<file path="src/source/l2_pkg.sv">
package l2_pkg;

    ////////////////////
    // Default geometry
    ////////////////////

    localparam int L2_INDEX_W  = 4;
    localparam int L2_LINE_W   = 512;
    localparam int L2_OFFSET_W = 4;
    localparam int L2_WAYS     = 4;
    localparam int L2_BEAT_W   = 128;

    // Byte select bits below the word offset
    localparam int L2_BYTE_W   = 2;

    ////////////////////
    // Fixed-width types
    ////////////////////

    typedef logic [31:0] addr_t;
    typedef logic [31:0] word_t;
    typedef logic [3:0]  be_t;

    // CPU request, a word read or a byte-enabled word write
    typedef struct packed {
        addr_t addr;
        logic  write;
        word_t wdata;
        be_t   be;
    } cpu_req_t;

    // Write-through word toward memory
    typedef struct packed {
        addr_t addr;
        word_t wdata;
        be_t   be;
    } mem_wr_t;

    // Controller sequence
    typedef enum logic [2:0] {
        IDLE,
        LOOKUP,
        REFILL_REQ,
        REFILL_WAIT,
        REFILL_WRITE,
        RESPOND
    } ctrl_state_t;

endpackage

</file>
<file path="src/source/l2_ctrl.sv">
module l2_ctrl #(
    parameter int addr_width   = l2_pkg::L2_INDEX_W,
    parameter int offset_width = l2_pkg::L2_OFFSET_W,
    parameter int way          = l2_pkg::L2_WAYS
) (
    input  logic                  clk,
    input  logic                  rst,

    // CPU side
    input  logic                  req,
    input  l2_pkg::cpu_req_t      req_data,
    output logic                  idle,
    output logic                  rvalid,
    output l2_pkg::word_t         rdata,

    // Tag array results
    input  logic                  hit,
    input  logic [way-1:0]        hit_way,
    input  logic [way-1:0]        victim_way,

    input  logic                  refill_done,
    input  l2_pkg::word_t         line_dout_word,

    // Array control
    output logic [addr_width-1:0] rd_index,
    output l2_pkg::addr_t         lookup_addr,
    output logic                  tag_we,
    output logic [way-1:0]        tag_way,
    output logic [way-1:0]        data_way_we,
    output logic                  data_replace,
    output logic                  refill_start,

    // Memory side
    output logic                  mem_rd,
    output l2_pkg::addr_t         mem_rd_addr,
    output logic                  mem_wr,
    output l2_pkg::mem_wr_t       mem_wr_data
);

    import l2_pkg::*;

    localparam int IDX_LO = L2_BYTE_W + offset_width;

    ctrl_state_t    state;
    cpu_req_t       req_q;
    logic [way-1:0] fill_way;
    // Extra RESPOND cycle after a refill so the new line is re-read
    logic           resp_wait;

    assign idle        = (state == IDLE);
    assign lookup_addr = req_q.addr;

    // RAMs follow the incoming request while idle, the held one otherwise
    assign rd_index = idle ? req_data.addr[IDX_LO +: addr_width]
                           : req_q.addr[IDX_LO +: addr_width];

    ////////////////////
    // Memory requests
    ////////////////////

    assign mem_rd       = (state == REFILL_REQ);
    assign refill_start = mem_rd;
    assign mem_rd_addr  = {req_q.addr[$bits(addr_t)-1:IDX_LO], {IDX_LO{1'b0}}};

    assign mem_wr      = (state == LOOKUP) && req_q.write;
    assign mem_wr_data = '{addr: req_q.addr, wdata: req_q.wdata, be: req_q.be};

    ////////////////////
    // Array writes
    ////////////////////

    assign tag_we       = (state == REFILL_WRITE);
    assign tag_way      = fill_way;
    assign data_replace = tag_we;

    always_comb begin
        data_way_we = '0;
        if (state == LOOKUP && req_q.write && hit) begin
            data_way_we = hit_way;
        end else if (state == REFILL_WRITE) begin
            data_way_we = fill_way;
        end
    end

    // Sequencing
    always_ff @(posedge clk) begin
        if (rst) begin
            state     <= IDLE;
            rvalid    <= 1'b0;
            resp_wait <= 1'b0;
        end else begin
            rvalid <= 1'b0;
            case (state)
                IDLE: begin
                    if (req) begin
                        state <= LOOKUP;
                    end
                end
                LOOKUP: begin
                    // Write-through, no allocate on a miss
                    if (req_q.write) begin
                        state <= IDLE;
                    end else if (hit) begin
                        resp_wait <= 1'b0;
                        state     <= RESPOND;
                    end else begin
                        state <= REFILL_REQ;
                    end
                end
                REFILL_REQ: state <= REFILL_WAIT;
                REFILL_WAIT: begin
                    if (refill_done) begin
                        state <= REFILL_WRITE;
                    end
                end
                REFILL_WRITE: begin
                    resp_wait <= 1'b1;
                    state     <= RESPOND;
                end
                RESPOND: begin
                    if (resp_wait) begin
                        resp_wait <= 1'b0;
                    end else begin
                        rvalid <= 1'b1;
                        state  <= IDLE;
                    end
                end
                default: state <= IDLE;
            endcase
        end
    end

    always_ff @(posedge clk) begin
        if (idle && req) begin
            req_q <= req_data;
        end
        if (state == LOOKUP && !hit) begin
            fill_way <= victim_way;
        end
        if (state == RESPOND) begin
            rdata <= line_dout_word;
        end
    end

    a_req_when_idle: assert property (@(posedge clk) disable iff (rst) req |-> idle)
        else $error("l2_ctrl: request strobe while the cache is busy");

    // The refilled line must hit on its re-read
    a_respond_hits: assert property (@(posedge clk) disable iff (rst)
        (state == RESPOND && !resp_wait) |-> hit)
        else $error("l2_ctrl: read response without a tag hit");

endmodule

</file>
<file path="config.mk">
export PLATFORM = sky130hd
export DESIGN_NAME = l2_ctrl
export DESIGN_NICKNAME = d
export VERILOG_FILES = /design/src/source/l2_pkg.sv /design/src/source/l2_ctrl.sv
export SDC_FILE = /design/constraint.sdc
export NUM_CORES = 1
export LEC_CHECK = 0
export ABC_AREA = 0
export BUFFER_PORTS_ARGS = -buffer_cell sky130_fd_sc_hd__buf_2
export CAP_MARGIN = 10
export CORE_AREA = 2 2 115 117
export CTS_CLUSTER_SIZE = 28
export DETAILED_ROUTE_END_ITERATION = 6
export DIE_AREA = 0 0 117 119
export GPL_TIMING_DRIVEN = 0
export PLACE_DENSITY = 0.71
export SETUP_SLACK_MARGIN = 0.15
export SKIP_CTS_REPAIR_TIMING = 1
export SLEW_MARGIN = 40
export SYNTH_ARGS = -nofsm -noshare
export SYNTH_HDL_FRONTEND = slang
export SYNTH_SLANG_ARGS = --single-unit
</file>
<file path="constraint.sdc">
create_clock -name clk -period 3.3 [get_ports clk]
set_input_delay 0.495 -clock clk [delete_from_list [all_inputs] [get_ports clk]]
set_output_delay 0.495 -clock clk [all_outputs]
set_load 0.05 [all_outputs]
</file>
==> flow_metrics.env <==
export IMPL_fill_cells=1116
export IMPL_post_drt_wl_per_cell_um=12.6
export IMPL_cp_max_fo=10
export IMPL_cp_start_kind="flip-flop"
export IMPL_yosys_mux_area_fraction_pct=0.977
export IMPL_synth_area_sq_um=4610
export IMPL_sw_frac_of_total_pct=32.1
export IMPL_coreArea_sq_um=12900
export IMPL_maxCapViolations=0
export IMPL_status="complete, no violations"
export IMPL_p_clk_share_pct=28.3
export IMPL_yosys_area_share_simple_pct=3.09
export IMPL_grt_overflow_total=0
export IMPL_seqPwrFrac_pct=46.1
export IMPL_timing_rr_end="lookup_addr[13]"
export IMPL_crit_type="flip-flop to output port"
export IMPL_hold_viol=0
export IMPL_cts_root_buf="clkbuf_16"
export IMPL_r2r_start="state[1]"
export IMPL_routabilityCongestion=0.770
export IMPL_drt_wl_total_um=9840
export IMPL_hold_path_class="primary input to flip-flop"
export IMPL_synth_compound_area_share_pct=2.61
export IMPL_htree_levels=3
export IMPL_layout_drive_gt1_share_pct=76.6
export IMPL_slowest_stage="dfxtp_1"
export IMPL_grt_antenna_before_repair=0
export IMPL_synth_seq_cells=110
export IMPL_die_x_um=117
export IMPL_placementRows=42
export IMPL_cts_buffer_depth=2
export IMPL_drt_initial_drc_count=107
export IMPL_fin_crit_sh_pct=67.7
export IMPL_dr_pass1_iters=4
export IMPL_synth_top_family_by_area="buffers and inverters"
export IMPL_worst_path_largest_cell_delay_ns=0.36
export IMPL_timing_final_crit_period_ns=2.23
export IMPL_die_h_um=119
export IMPL_via_count=3115
export IMPL_via_per_inst=4.00
export IMPL_grt_setup_unrepaired="false"
export IMPL_crit_chain="buf_6 > nor4b_4 > and2_4 > a22o_2 > buf_2"
export IMPL_reg2regPathDepth=4
export IMPL_arrival_ns=1.74
export IMPL_p_sw_mw=1.16
export IMPL_r2r_slack_ns=1.43
export IMPL_fin_setup_tns_ns=0
export IMPL_tightestPinTransition_ns=0.734
export IMPL_whs_path_depth=1
export IMPL_max_freq_ghz=0.447
export IMPL_required_ns=2.80
export IMPL_cts_buffers=9
export IMPL_synthAdderAreaFrac_pct=0
export IMPL_finalSetupViolCount=0
export IMPL_hpwl_um=7970
export IMPL_ant_nets=0
export IMPL_leakagePower_nw=3.12
export IMPL_grt_usage_pct=13.9
export IMPL_ys_warn_count=0
export IMPL_area_growth_syn_to_layout_pct=43.4
export IMPL_internal_power_mw=2.44
export IMPL_synth_cell_type_count=30
export IMPL_drc=0
export IMPL_grt_pass1_vias=3014
export IMPL_comb_power_share_pct=25.5
export IMPL_clock_latency_ns=0.34
export IMPL_ys_seq_area_share_pct=70.6
export IMPL_utilization_pct=51.3
export IMPL_ir_drop_mv=0.318
export IMPL_syn_area_per_cell_sq_um=15.9
export IMPL_grt_pass1_wl_um=14400
export IMPL_postSynthCellCount=290
export IMPL_synthXorXnorAreaFrac_pct=0
export IMPL_worst_clock_skew_ns=0.00700
export IMPL_p_per_area_nw_per_um2=544
export IMPL_fin_nets=711
export IMPL_dieArea_sq_um=13900
export IMPL_endpoint_kind="output port"
export IMPL_n_antenna_cell=0
export IMPL_holdCritStartpoint="req_data[3]"
export IMPL_initial_core_util_pct=35.8
export IMPL_port_buffers=290
export IMPL_hold_end="mem_wr_data[3]"
export IMPL_grt_start_max_net_pins=42
export IMPL_relSlewSlack_pct=51.1
export IMPL_cts_sinks=110
export IMPL_slew_violations=0
export IMPL_tritoncts="yes"
export IMPL_cts_clk_slew_worst_paths_ns=0.08
export IMPL_io_pins=297
## synth_stat cells
| cell type | n | area [sq um] |
|---|---|---|
| edfxtp_1 | 105 | 3150 |
| nor4_1 | 1 | 6.26 |
| dfxtp_1 | 5 | 100 |
| a31oi_1 | 1 | 6.26 |
| and4bb_2 | 1 | 12.5 |
| clkbuf_2 | 1 | 5.00 |
| nand3_1 | 1 | 5.00 |
| and2_4 | 1 | 8.76 |
| nor2_1 | 2 | 7.51 |
| buf_4 | 136 | 1020 |
| nor2b_2 | 1 | 8.76 |
| inv_2 | 1 | 3.75 |
| nor2b_1 | 2 | 12.5 |
| and2_1 | 2 | 12.5 |
| a22o_2 | 4 | 40.0 |
| nor3_4 | 1 | 16.3 |
| o21ai_0 | 4 | 20.0 |
| nor4b_4 | 1 | 23.8 |
| a21oi_1 | 4 | 20.0 |
| nor3b_1 | 1 | 7.51 |
| a21boi_0 | 1 | 7.51 |
| mux2_2 | 4 | 45.0 |
| and2_0 | 1 | 6.26 |
| conb_1 | 1 | 3.75 |
| o311a_1 | 1 | 10.0 |
| inv_1 | 1 | 3.75 |
| nor3_1 | 3 | 15.0 |
| o211ai_1 | 1 | 7.51 |
| buf_6 | 1 | 11.3 |
| o221ai_1 | 1 | 8.76 |
## worst max-delay path: cells and delay by family, from the launching register on
| family | cells | cell delay [ns] |
|---|---|---|
| DFF | 1 | 0.36 |
| and+or+nand+nor | 2 | 0.48 |
| buffers and inverters | 2 | 0.41 |
| AOI/OAI and AO/OA | 1 | 0.13 |
## how the worst max path moves through the flow
stage / startpoint / endpoint / cells past startpoint
final: state[2] / data_way_we[2] / 5
after global routing: state[0] / data_way_we[2] / 6
after CTS: state[0] / data_way_we[2] / 6
after detailed placement: state[1] / lookup_addr[20] / 4
after global placement: state[1] / mem_wr_data[16] / 3
after floorplan: state[1] / refill_start / 4
## state kept, by name, summed over array words and instances, names as in the netlist
name and flops:
mem_wr_data 36, lookup_addr 32, state 3, rdata 32, req_q 1, tag_way 4
resp_wait 1, rvalid 1
## metal layers
metal,vias up,global-route usage (%),wire (um)
met4,0,6.91,277
li1,1496,-,-
met1,1411,14.8,3560
met2,189,23.8,4980
met3,19,5.09,1030
met5,-,0,0
## per-stage QoR
stage                     cells  cell area, sq um  setup slack (ns)  hold slack [ns]  total power, mW
after floorplan             295              4630             0.751            0.448             2.40
after global placement      761              6300             0.813            0.493             2.60
after detailed placement    762              6320              1.41            0.486             2.62
after CTS                   778              6600              1.03            0.300             3.65
after global routing        778              6610             0.927            0.295             3.75
final                       778              6610              1.07            0.321             3.60
## area by class of cell
cell class	count	area [sq um]	area share [%]
flip-flops and latches	110	3250	49.2
clock inverters	6	51.3	0.776
clock buffers	10	229	3.46
inverters	2	7.51	0.114
well taps	176	220	3.33
plain buffers	138	1040	15.7
multi-input cells	45	340	5.15
repair buffers	291	1470	22.3
## cells in the final DEF (no fill, tap or decap), drive strengths merged, types with 2 or more instances in the layout
cell / Yosys / routed
a22o: 4 / 4
clkinv: 0 / 2
inv: 2 / 6
clkbuf: 1 / 11
dfxtp: 5 / 5
mux2: 4 / 4
edfxtp: 105 / 105
nor2b: 3 / 3
o21ai: 4 / 4
nor3: 4 / 4
and2: 4 / 4
buf: 137 / 428
a21oi: 4 / 4
nor2: 2 / 2
conb: 1 / 6
## power by group through the flow
stage	Combinational [mW]	Clock, mW	Sequential, mW
global route	0.968	1.12	1.67
CTS	0.926	1.06	1.66
global placement	0.909	0	1.69
floorplan	0.704	0	1.70
detailed placement	0.926	0	1.69
finish	0.919	1.02	1.66
## logic make-up (layout without fill, tap and decap cells)
family	after synthesis	count (layout)
other	1	6
muxes	4	4
DFF	110	110
AOI/OAI and AO/OA	17	17
buffers and inverters	140	447
and+or+nand+nor	18	18
No activity file was read; power rests on OpenSTA's default activity.
