`src/source/l2_pkg.sv`:
```
package l2_pkg;

    ////////////////////
    // Default geometry
    ////////////////////

    localparam int L2_INDEX_W  = 4;
    localparam int L2_LINE_W   = 512;
    localparam int L2_OFFSET_W = 4;
    localparam int L2_WAYS     = 4;
    localparam int L2_BEAT_W   = 128;

    // Byte select bits below the word offset
    localparam int L2_BYTE_W   = 2;

    ////////////////////
    // Fixed-width types
    ////////////////////

    typedef logic [31:0] addr_t;
    typedef logic [31:0] word_t;
    typedef logic [3:0]  be_t;

    // CPU request, a word read or a byte-enabled word write
    typedef struct packed {
        addr_t addr;
        logic  write;
        word_t wdata;
        be_t   be;
    } cpu_req_t;

    // Write-through word toward memory
    typedef struct packed {
        addr_t addr;
        word_t wdata;
        be_t   be;
    } mem_wr_t;

    // Controller sequence
    typedef enum logic [2:0] {
        IDLE,
        LOOKUP,
        REFILL_REQ,
        REFILL_WAIT,
        REFILL_WRITE,
        RESPOND
    } ctrl_state_t;

endpackage

```
`src/source/l2_refill_counter.sv`:
```
module l2_refill_counter #(
    parameter int data_width = l2_pkg::L2_LINE_W,
    parameter int beat_width = l2_pkg::L2_BEAT_W
) (
    input  logic                  clk,
    input  logic                  rst,
    input  logic                  start,
    input  logic                  beat_valid,
    input  logic [beat_width-1:0] beat,
    output logic [data_width-1:0] line,
    output logic                  done
);

    localparam int BEATS = data_width / beat_width;
    localparam int CNT_W = $clog2(BEATS);

    logic             active;
    logic [CNT_W-1:0] cnt;
    logic             last;

    assign last = (cnt == CNT_W'(BEATS - 1));
    assign done = active && beat_valid && last;

    always_ff @(posedge clk) begin
        if (rst) begin
            active <= 1'b0;
            cnt    <= '0;
        end else if (start) begin
            active <= 1'b1;
            cnt    <= '0;
        end else if (active && beat_valid) begin
            cnt <= cnt + 1'b1;
            if (last) begin
                active <= 1'b0;
            end
        end
    end

    // Lowest slice arrives first
    always_ff @(posedge clk) begin
        if (active && beat_valid) begin
            line[cnt*beat_width +: beat_width] <= beat;
        end
    end

    a_beat_when_active: assert property (@(posedge clk) disable iff (rst) beat_valid |-> active)
        else $error("l2_refill_counter: memory beat with no refill outstanding");

endmodule

```
`config.mk`:
```
export PLATFORM = sky130hd
export DESIGN_NAME = l2_refill_counter
export DESIGN_NICKNAME = d
export VERILOG_FILES = /design/src/source/l2_pkg.sv /design/src/source/l2_refill_counter.sv
export SDC_FILE = /design/constraint.sdc
export NUM_CORES = 1
export LEC_CHECK = 0
export BUFFER_PORTS_ARGS = -buffer_cell sky130_fd_sc_hd__buf_2
export CORE_AREA = 10 10 244 246
export CTS_CLUSTER_DIAMETER = 40
export DETAILED_ROUTE_END_ITERATION = 16
export DIE_AREA = 0 0 254 256
export GPL_ROUTABILITY_DRIVEN = 0
export PLACE_DENSITY = 0.59
export SYNTH_ARGS = -nofsm -noshare
export SYNTH_HDL_FRONTEND = slang
export SYNTH_SLANG_ARGS = --single-unit
export TNS_END_PERCENT = 30
```
`constraint.sdc`:
```
create_clock -name clk -period 5 [get_ports clk]
set_clock_uncertainty 0.15 [all_clocks]
set_input_delay 1 -clock clk [delete_from_list [all_inputs] [get_ports clk]]
set_output_delay 1 -clock clk [all_outputs]
set_load 0.1 [all_outputs]
```
==> flow_metrics.env, run 1 <==
export IMPL_grt_max_degree=129
export IMPL_maxSlewHeadroom_pct=19.1
export IMPL_grt_antenna_before_repair=5
export IMPL_status="finished clean"
export IMPL_period_minus_slack_ns=3.27
export IMPL_hold_violations=0
export IMPL_postSynthAreaPerCell_um2=17.0
export IMPL_worst_slack_ns=1.73
export IMPL_place_area_um2=23200
export IMPL_fp_dieW_um=254
export IMPL_rows=86
export IMPL_synth_nets=1270
export IMPL_worst_hold_path_type="reg -> reg"
export IMPL_grt_usage_pct=19.0
export IMPL_io_pins=645
export IMPL_ys_warnings_count=0
export IMPL_viasPerCell=4.72
export IMPL_cts_hold_buffers=0
export IMPL_syn_inst=1132
export IMPL_p_leak_nw=9.30
export IMPL_die_h_um=256
export IMPL_period_share_pct=65.4
export IMPL_nets=1937
export IMPL_port_buffers=644
export IMPL_die_area_um2=65000
export IMPL_dp_hpwl_um=43800
export IMPL_tightest_slew_ns=1.21
export IMPL_power_density_nw_per_um2=431
export IMPL_design_area_um2=26000
export IMPL_clkSinkCount=515
export IMPL_ir_worst_vdd_mv=0.269
export IMPL_routed_via_count=12153
export IMPL_start_kind="register"
export IMPL_drv_slew=0
export IMPL_grt_pass1_wl_um=90700
export IMPL_endpoint_kind="primary output"
export IMPL_fin_total_pwr_mw=11.2
export IMPL_place_ws_ns=1.84
export IMPL_htreeDepth=3
export IMPL_drive_gt1_share_pct=43.5
export IMPL_clkLatencyLatePin_ns=0.59
export IMPL_seq_area_frac_synth_pct=80.2
export IMPL_setup_viol=0
export IMPL_grt_setup_unrepaired="no"
export IMPL_grt_pass1_vias=12593
export IMPL_post_route_drc_count=0
export IMPL_cts_resized=0
export IMPL_drt_first_pass_iters=5
export IMPL_start_util_pct=35.2
export IMPL_root_buffer="clkbuf_16"
export IMPL_drv_cap=0
export IMPL_layout_commonest_cell="buf_2"
export IMPL_max_freq_mhz=306
export IMPL_fin_tns_setup_ns=0
export IMPL_drt_total_wl_um=63600
export IMPL_core_area_um2=54700
export IMPL_yosysUniqueCellTypes=23
export IMPL_cts_setup_buffers=0
export IMPL_path_class="reg -> out"
export IMPL_ant_nets=0
export IMPL_grt_ovfl_total=0
export IMPL_cp_arrival_ns=2.12
export IMPL_crit_required_ns=3.85
export IMPL_wire_per_inst_um=24.7
export IMPL_cts_inserted_buffers=79
export IMPL_clockBufferDepth=3
export IMPL_synthesis_area_um2=19200
export IMPL_fin_util_pct=47.6
export IMPL_cp_max_fo=13
export IMPL_cts_tree="done"
export IMPL_area_delta_synth_final_pct=35.2
export IMPL_drtIter0Drc=964
export IMPL_layout_common_cells="buf_2, edfxtp_1, and2_1"
export IMPL_clkTransAtPathRegs_ns=0.05
export IMPL_ys_ff_latch=515
[kinds of logic (layout without fill, tap and decap cells)]
| logic type | Yosys count | in the layout | synth area share [%] |
|---|---|---|---|
| adder cells (fa/ha/maj) | 6 | 6 | 0.390 |
| flip-flops | 515 | 515 | 80.2 |
| other | 0 | 5 | 0 |
| AND/OR/NAND/NOR | 528 | 528 | 17.3 |
| buffers and inverters | 77 | 809 | 1.85 |
| AO/OA/AOI/OAI | 6 | 6 | 0.247 |
[critical path, stage by stage, from the launching register on]
cell and delay, ns:
dfxtp_1 0.63, ha_1 0.28, and3_1 0.18, buf_2 0.43
[final cells by class]
| cell class | count | area, µm² |
|---|---|---|
| Fill cell | 4837 | 28600 |
| Sequential cell | 515 | 15400 |
| Multi-Input combinational cell | 540 | 3510 |
| Timing Repair Buffer | 661 | 3410 |
| Clock buffer | 83 | 2010 |
| Tap cell | 704 | 881 |
| Clock inverter | 63 | 747 |
| Antenna cell | 5 | 12.5 |
| Inverter | 2 | 7.51 |
[metrics by stage]
step / cells / hold WS, ns
after floorplan: 1132 / 0.449
after global placement: 2422 / 0.465
after detailed placement: 2422 / 0.485
after CTS: 2568 / 0.454
after global routing: 2570 / 0.491
final: 2573 / 0.489
[Yosys cell counts]
cell type | n | area, µm²
edfxtp_1 | 512 | 15400
nor2b_1 | 2 | 12.5
and3_1 | 167 | 1040
ha_1 | 6 | 75.1
and4bb_1 | 1 | 12.5
a21bo_2 | 2 | 20.0
nand3b_1 | 1 | 7.51
nand3_1 | 1 | 5.00
a21oi_1 | 2 | 10.0
inv_1 | 2 | 7.51
nor3b_2 | 1 | 12.5
nor2_2 | 1 | 6.26
and3b_1 | 1 | 8.76
buf_4 | 3 | 22.5
dfxtp_1 | 3 | 60.1
clkbuf_2 | 31 | 155
clkbuf_1 | 27 | 101
or2_2 | 1 | 6.26
o21ba_2 | 1 | 10.0
nor4b_2 | 1 | 15.0
a21boi_0 | 1 | 7.51
buf_2 | 14 | 70.1
and2_1 | 351 | 2200
[where the power goes]
group          internal [mW]  total, mW  switching (mW)
combinational          0.129      0.719           0.590
clock                   3.57       5.70            2.13
sequential              4.78       4.80          0.0179
[registers in the layout (all words and copies together), names as in the netlist]
name    cells
cnt         2
line      512
active      1
[metal layers]
metal	global-route usage (%)	routed length [µm]	share of wire [%]
met2	33.6	33900	53
met4	8.30	2100	3.3
met1	21.1	23100	36
met3	4.90	4470	7.0
met5	0	0	0
[final timing paths]
path                                     startpoint                   to  slack (ns)  cells after the start
worst min-delay path            cnt[1]$_SDFFE_PP0P_  cnt[1]$_SDFFE_PP0P_        0.49                      2
worst max-delay path            cnt[0]$_SDFFE_PP0P_                 done        1.73                      3
worst max register to register  cnt[0]$_SDFFE_PP0P_  line[186]$_DFFE_PP_        1.91                      5
worst min register to register  cnt[1]$_SDFFE_PP0P_  cnt[1]$_SDFFE_PP0P_        0.49                      2
Note: power is estimated with default switching activity, not from simulation.
==> inputs of run 2 (changes only) <==
==> constraint.sdc (replaced) <==
create_clock -name clk -period 2.7 [get_ports clk]
set_clock_uncertainty 0.15 [all_clocks]
set_input_delay 0.54 -clock clk [delete_from_list [all_inputs] [get_ports clk]]
set_output_delay 0.54 -clock clk [all_outputs]
set_load 0.1 [all_outputs]
==> flow_metrics.env, run 2 (synthesis gave the netlist of run 1 again) <==
export IMPL_cp_arrival_ns=2.87
export IMPL_p_leak_nw=9.40
export IMPL_status="finished clean"
export IMPL_grt_usage_pct=19.0
export IMPL_power_density_nw_per_um2=790
export IMPL_setup_viol=0
export IMPL_largest_register="line"
export IMPL_layout_common_cells="buf_2, edfxtp_1, and2_1"
export IMPL_wire_per_inst_um=24.4
export IMPL_whs_ns=0.0800
export IMPL_routed_via_count=12235
export IMPL_drive_gt1_share_pct=43.5
export IMPL_io_pins=645
export IMPL_cp_cell_sequence="inv_1, ha_1, buf_4, nor2b_4, and3_1"
export IMPL_ir_worst_vdd_mv=0.564
export IMPL_largest_reg_flops=512
export IMPL_period_share_pct=94.7
export IMPL_clockBufferDepth=3
export IMPL_die_h_um=256
export IMPL_slowest_stage="nor2b_4"
export IMPL_grt_ovfl_total=0
export IMPL_grt_pass1_wl_um=91000
export IMPL_drt_first_pass_iters=7
export IMPL_grt_antenna_before_repair=3
export IMPL_clkSinkCount=515
export IMPL_rows=86
export IMPL_core_area_um2=54700
export IMPL_endpoint_kind="register"
export IMPL_grt_pass1_vias=12808
export IMPL_drv_cap=0
export IMPL_period_minus_slack_ns=2.56
export IMPL_tightest_slew_ns=1.25
export IMPL_nets=1953
export IMPL_post_route_drc_count=0
export IMPL_max_freq_mhz=391
export IMPL_viasPerCell=4.73
export IMPL_maxSlewHeadroom_pct=16.4
export IMPL_largest_registers="line x512, cnt x2, active x1"
export IMPL_dp_hpwl_um=44000
export IMPL_cts_setup_buffers=0
export IMPL_ant_nets=0
export IMPL_path_class="reg -> reg"
export IMPL_grt_setup_unrepaired="no"
export IMPL_clkTransAtPathRegs_ns=0.05
export IMPL_layout_commonest_cell="buf_2"
export IMPL_cts_tree="done"
export IMPL_grt_max_degree=163
export IMPL_start_kind="register"
export IMPL_worst_hold_path_type="in -> reg"
export IMPL_fp_dieW_um=254
export IMPL_start_util_pct=35.2
export IMPL_cp_max_fo=54
export IMPL_port_buffers=644
export IMPL_design_area_um2=26300
export IMPL_drt_total_wl_um=63300
export IMPL_root_buffer="clkbuf_16"
export IMPL_place_area_um2=23500
export IMPL_hold_violations=0
export IMPL_drv_slew=0
export IMPL_die_area_um2=65000
export IMPL_area_delta_synth_final_pct=36.6
export IMPL_clkLatencyLatePin_ns=0.60
export IMPL_cts_inserted_buffers=81
export IMPL_crit_required_ns=3.01
export IMPL_htreeDepth=3
export IMPL_critical_path_max_stage_delay_ns=0.92
export IMPL_drtIter0Drc=859
==> run 2: cell count changes in the layout (fill, tap and decap cells not counted), sizes merged <==
cell and delta:
inv -12, buf +12, bufinv -1, dlygate4sd3 +1
clkbuf +6, clkinv +10
==> run 2: per-stage QoR <==
stage | setup TNS [ns] | util [%] | cells | worst slack [ns] | power (mW)
floorplan | -150.61 | - | 1132 | -0.295 | 9.99
global placement | 0 | 42.9 | 2435 | 0.311 | 10.4
detailed placement | 0 | 42.9 | 2435 | 0.193 | 10.4
finish | 0 | 48.1 | 2589 | 0.144 | 20.8
CTS | 0 | 48.1 | 2584 | 0.0397 | 21.0
global route | 0 | 48.1 | 2585 | 0.0109 | 21.4
==> run 2: power breakdown <==
group          leakage [nW]  internal (mW)  total (mW)  switching, mW
registers              3.87           8.85        8.89         0.0314
clock network          1.34           6.59        10.5           3.96
logic                  4.18          0.252        1.34           1.09
total                  9.40           15.7        20.8           5.07
==> run 2: worst paths after layout <==
path / startpoint / end / slack (ns) / depth (start not counted)
worst max-delay path: cnt[1]$_SDFFE_PP0P_ / line[464]$_DFFE_PP_ / 0.14 / 5
worst min-delay path: beat[94] / line[478]$_DFFE_PP_ / 0.08 / 2
worst max register to register: cnt[1]$_SDFFE_PP0P_ / line[464]$_DFFE_PP_ / 0.14 / 5
worst min register to register: active$_SDFFE_PP0P_ / cnt[1]$_SDFFE_PP0P_ / 0.48 / 2
==> run 2: area by class of cell <==
type	count	area, µm²
fill	4818	28400
sequential	515	15400
timing repair buffer	675	3640
multi-input combinational	540	3510
clock buffer	88	2050
tap	704	881
clock inverter	60	757
antenna	5	12.5
inverter	2	7.51
==> run 2: repair_timing <==
action                                  in CTS  in global routing
endpoints found under the hold margin        1                  0
hold buffers                                 1                  0
resized for setup                            0                  1
endpoints found under the setup margin       0                  1
==> run 2: routing by layer <==
metal / vias up / wire (µm) / global-route usage, %
met5: - / 13 / 0
met1: 6110 / 23400 / 21.5
met4: 2 / 2800 / 9.95
met3: 140 / 4360 / 4.76
met2: 487 / 32700 / 32.5
li1: 5496 / - / -
==> run 2: worst max-delay path: cells and delay by family, from the launching register on <==
family        cells  cell delay [ns]
fa+ha+maj         1             0.30
buf+inv           2             0.29
flops             1             0.39
simple gates      2             1.22
==> inputs of run 3 (changes only) <==
--- a/config.mk
+++ b/config.mk
@@ -11,7 +11,7 @@
 export DETAILED_ROUTE_END_ITERATION = 16
 export DIE_AREA = 0 0 254 256
 export GPL_ROUTABILITY_DRIVEN = 0
-export PLACE_DENSITY = 0.59
+export PLACE_DENSITY = 0.56
 export SYNTH_ARGS = -nofsm -noshare
 export SYNTH_HDL_FRONTEND = slang
 export SYNTH_SLANG_ARGS = --single-unit
==> constraint.sdc (replaced) <==
create_clock -name clk -period 3.1 [get_ports clk]
set_clock_uncertainty 0.15 [all_clocks]
set_input_delay 0.62 -clock clk [delete_from_list [all_inputs] [get_ports clk]]
set_output_delay 0.62 -clock clk [all_outputs]
set_load 0.1 [all_outputs]
==> flow_metrics.env, run 3 (synthesis gave the netlist of run 1 again) <==
export IMPL_rows=86
export IMPL_worstReg2RegStart="cnt[0]$_SDFFE_PP0P_"
export IMPL_fin_total_pwr_mw=18.0
export IMPL_setup_viol=0
export IMPL_wl_met3_um=4580
export IMPL_power_density_nw_per_um2=685
export IMPL_drv_cap=0
export IMPL_grt_max_degree=78
export IMPL_hold_depth=2
export IMPL_hold_end="active$_SDFFE_PP0P_"
export IMPL_nets=1950
export IMPL_grt_pass1_wl_um=90600
export IMPL_layout_common_cells="buf_2, edfxtp_1, and2_1"
export IMPL_rr_worst_depth=5
export IMPL_grt_setup_unrepaired="no"
export IMPL_start_util_pct=35.2
export IMPL_whs_ns=0.118
export IMPL_hold_start="start"
export IMPL_clkSinkCount=515
export IMPL_drive_gt1_share_pct=44.0
export IMPL_clockBufferDepth=3
export IMPL_grt_antenna_before_repair=4
export IMPL_die_h_um=256
export IMPL_drtIter0Drc=799
export IMPL_max_freq_mhz=351
export IMPL_root_buffer="clkbuf_16"
export IMPL_cts_resized=0
export IMPL_clkTransAtPathRegs_ns=0.05
export IMPL_largest_register="line"
export IMPL_wire_per_inst_um=24.8
export IMPL_cts_setup_buffers=0
export IMPL_period_share_pct=91.8
export IMPL_crit_required_ns=2.33
export IMPL_core_area_um2=54700
export IMPL_p_leak_nw=9.39
export IMPL_endpoint_kind="primary output"
export IMPL_wl_met2_um=34000
export IMPL_htreeDepth=3
export IMPL_dp_hpwl_um=44700
export IMPL_area_delta_synth_final_pct=36.6
export IMPL_highest_layer="met5"
export IMPL_path_class="reg -> out"
export IMPL_cts_tree="done"
export IMPL_io_pins=645
export IMPL_status="finished clean"
export IMPL_period_minus_slack_ns=2.85
export IMPL_die_area_um2=65000
export IMPL_drt_first_pass_iters=5
export IMPL_ant_nets=0
export IMPL_rrSetupSlack_ns=0.57
export IMPL_grt_ovfl_total=0
export IMPL_start_kind="register"
export IMPL_post_route_drc_count=0
export IMPL_drv_slew=0
export IMPL_cp_max_fo=13
export IMPL_layout_commonest_cell="buf_2"
export IMPL_clkLatencyLatePin_ns=0.59
export IMPL_grt_usage_pct=19.1
export IMPL_drt_total_wl_um=64200
export IMPL_port_buffers=644
export IMPL_routed_via_count=12092
export IMPL_largest_registers="line x512, cnt x2, active x1"
export IMPL_maxSlewHeadroom_pct=61.8
export IMPL_hold_violations=0
export IMPL_viasPerCell=4.68
export IMPL_fp_dieW_um=254
export IMPL_cts_hold_buffers=0
export IMPL_cp_arrival_ns=2.08
export IMPL_fin_tns_setup_ns=0
export IMPL_worst_hold_path_type="in -> reg"
export IMPL_largest_reg_flops=512
export IMPL_drt_met1_wl_um=23500
export IMPL_grt_pass1_vias=12484
export IMPL_r2r_end="line[41]$_DFFE_PP_"
export IMPL_cts_inserted_buffers=82
export IMPL_tightest_slew_ns=0.577
export IMPL_ir_worst_vdd_mv=0.499
[run 3: layer usage]
metal  GRT usage (%)  vias to the layer above
met5               0                        -
met4            8.25                        2
met3            4.57                      111
met2            33.8                      465
met1            21.4                     6030
li1                -                     5484
[run 3: layout make-up]
class / count / area (µm²)
antenna: 2 / 5.00
timing repair buffer: 671 / 3660
clock inverter: 63 / 692
sequential: 515 / 15400
fill: 4835 / 28400
multi-input combinational: 540 / 3510
clock buffer: 88 / 2100
tap: 704 / 881
inverter: 2 / 7.51
[run 3: where the power goes]
part	internal [mW]	switching (mW)	total [mW]	leakage, nW
Clock	5.66	3.43	9.09	1.33
Sequential	7.71	0.0317	7.74	3.87
Combinational	0.222	0.940	1.16	4.18
Total	13.6	4.40	18.0	9.39
[run 3: how the worst max path moves through the flow]
stage / start / end / slack, ns
6_report: cnt[0]$_SDFFE_PP0P_ / done / 0.25
5_1_grt: cnt[0]$_SDFFE_PP0P_ / done / 0.12
4_1_cts: cnt[0]$_SDFFE_PP0P_ / done / 0.21
3_5_place_dp: cnt[0]$_SDFFE_PP0P_ / line[44]$_DFFE_PP_ / 0.59
3_3_place_gp: cnt[0]$_SDFFE_PP0P_ / line[70]$_DFFE_PP_ / 0.66
2_1_floorplan: beat_valid / line[128]$_DFFE_PP_ / -1.43
[run 3: metrics by stage]
step                cells  util (%)  cell area (µm²)  setup slack [ns]
CTS                  2583      48.1            26300             0.211
global placement     2432      43.0            23500             0.660
finish               2585      48.1            26300             0.253
floorplan            1132         -            19200             -1.43
global route         2585      48.1            26300             0.120
detailed placement   2432      43.0            23500             0.586
[run 3: critical path: stages (launching register included)]
cell and delay [ns]:
dfxtp_1 0.63, ha_1 0.26, and3_1 0.16, buf_2 0.44
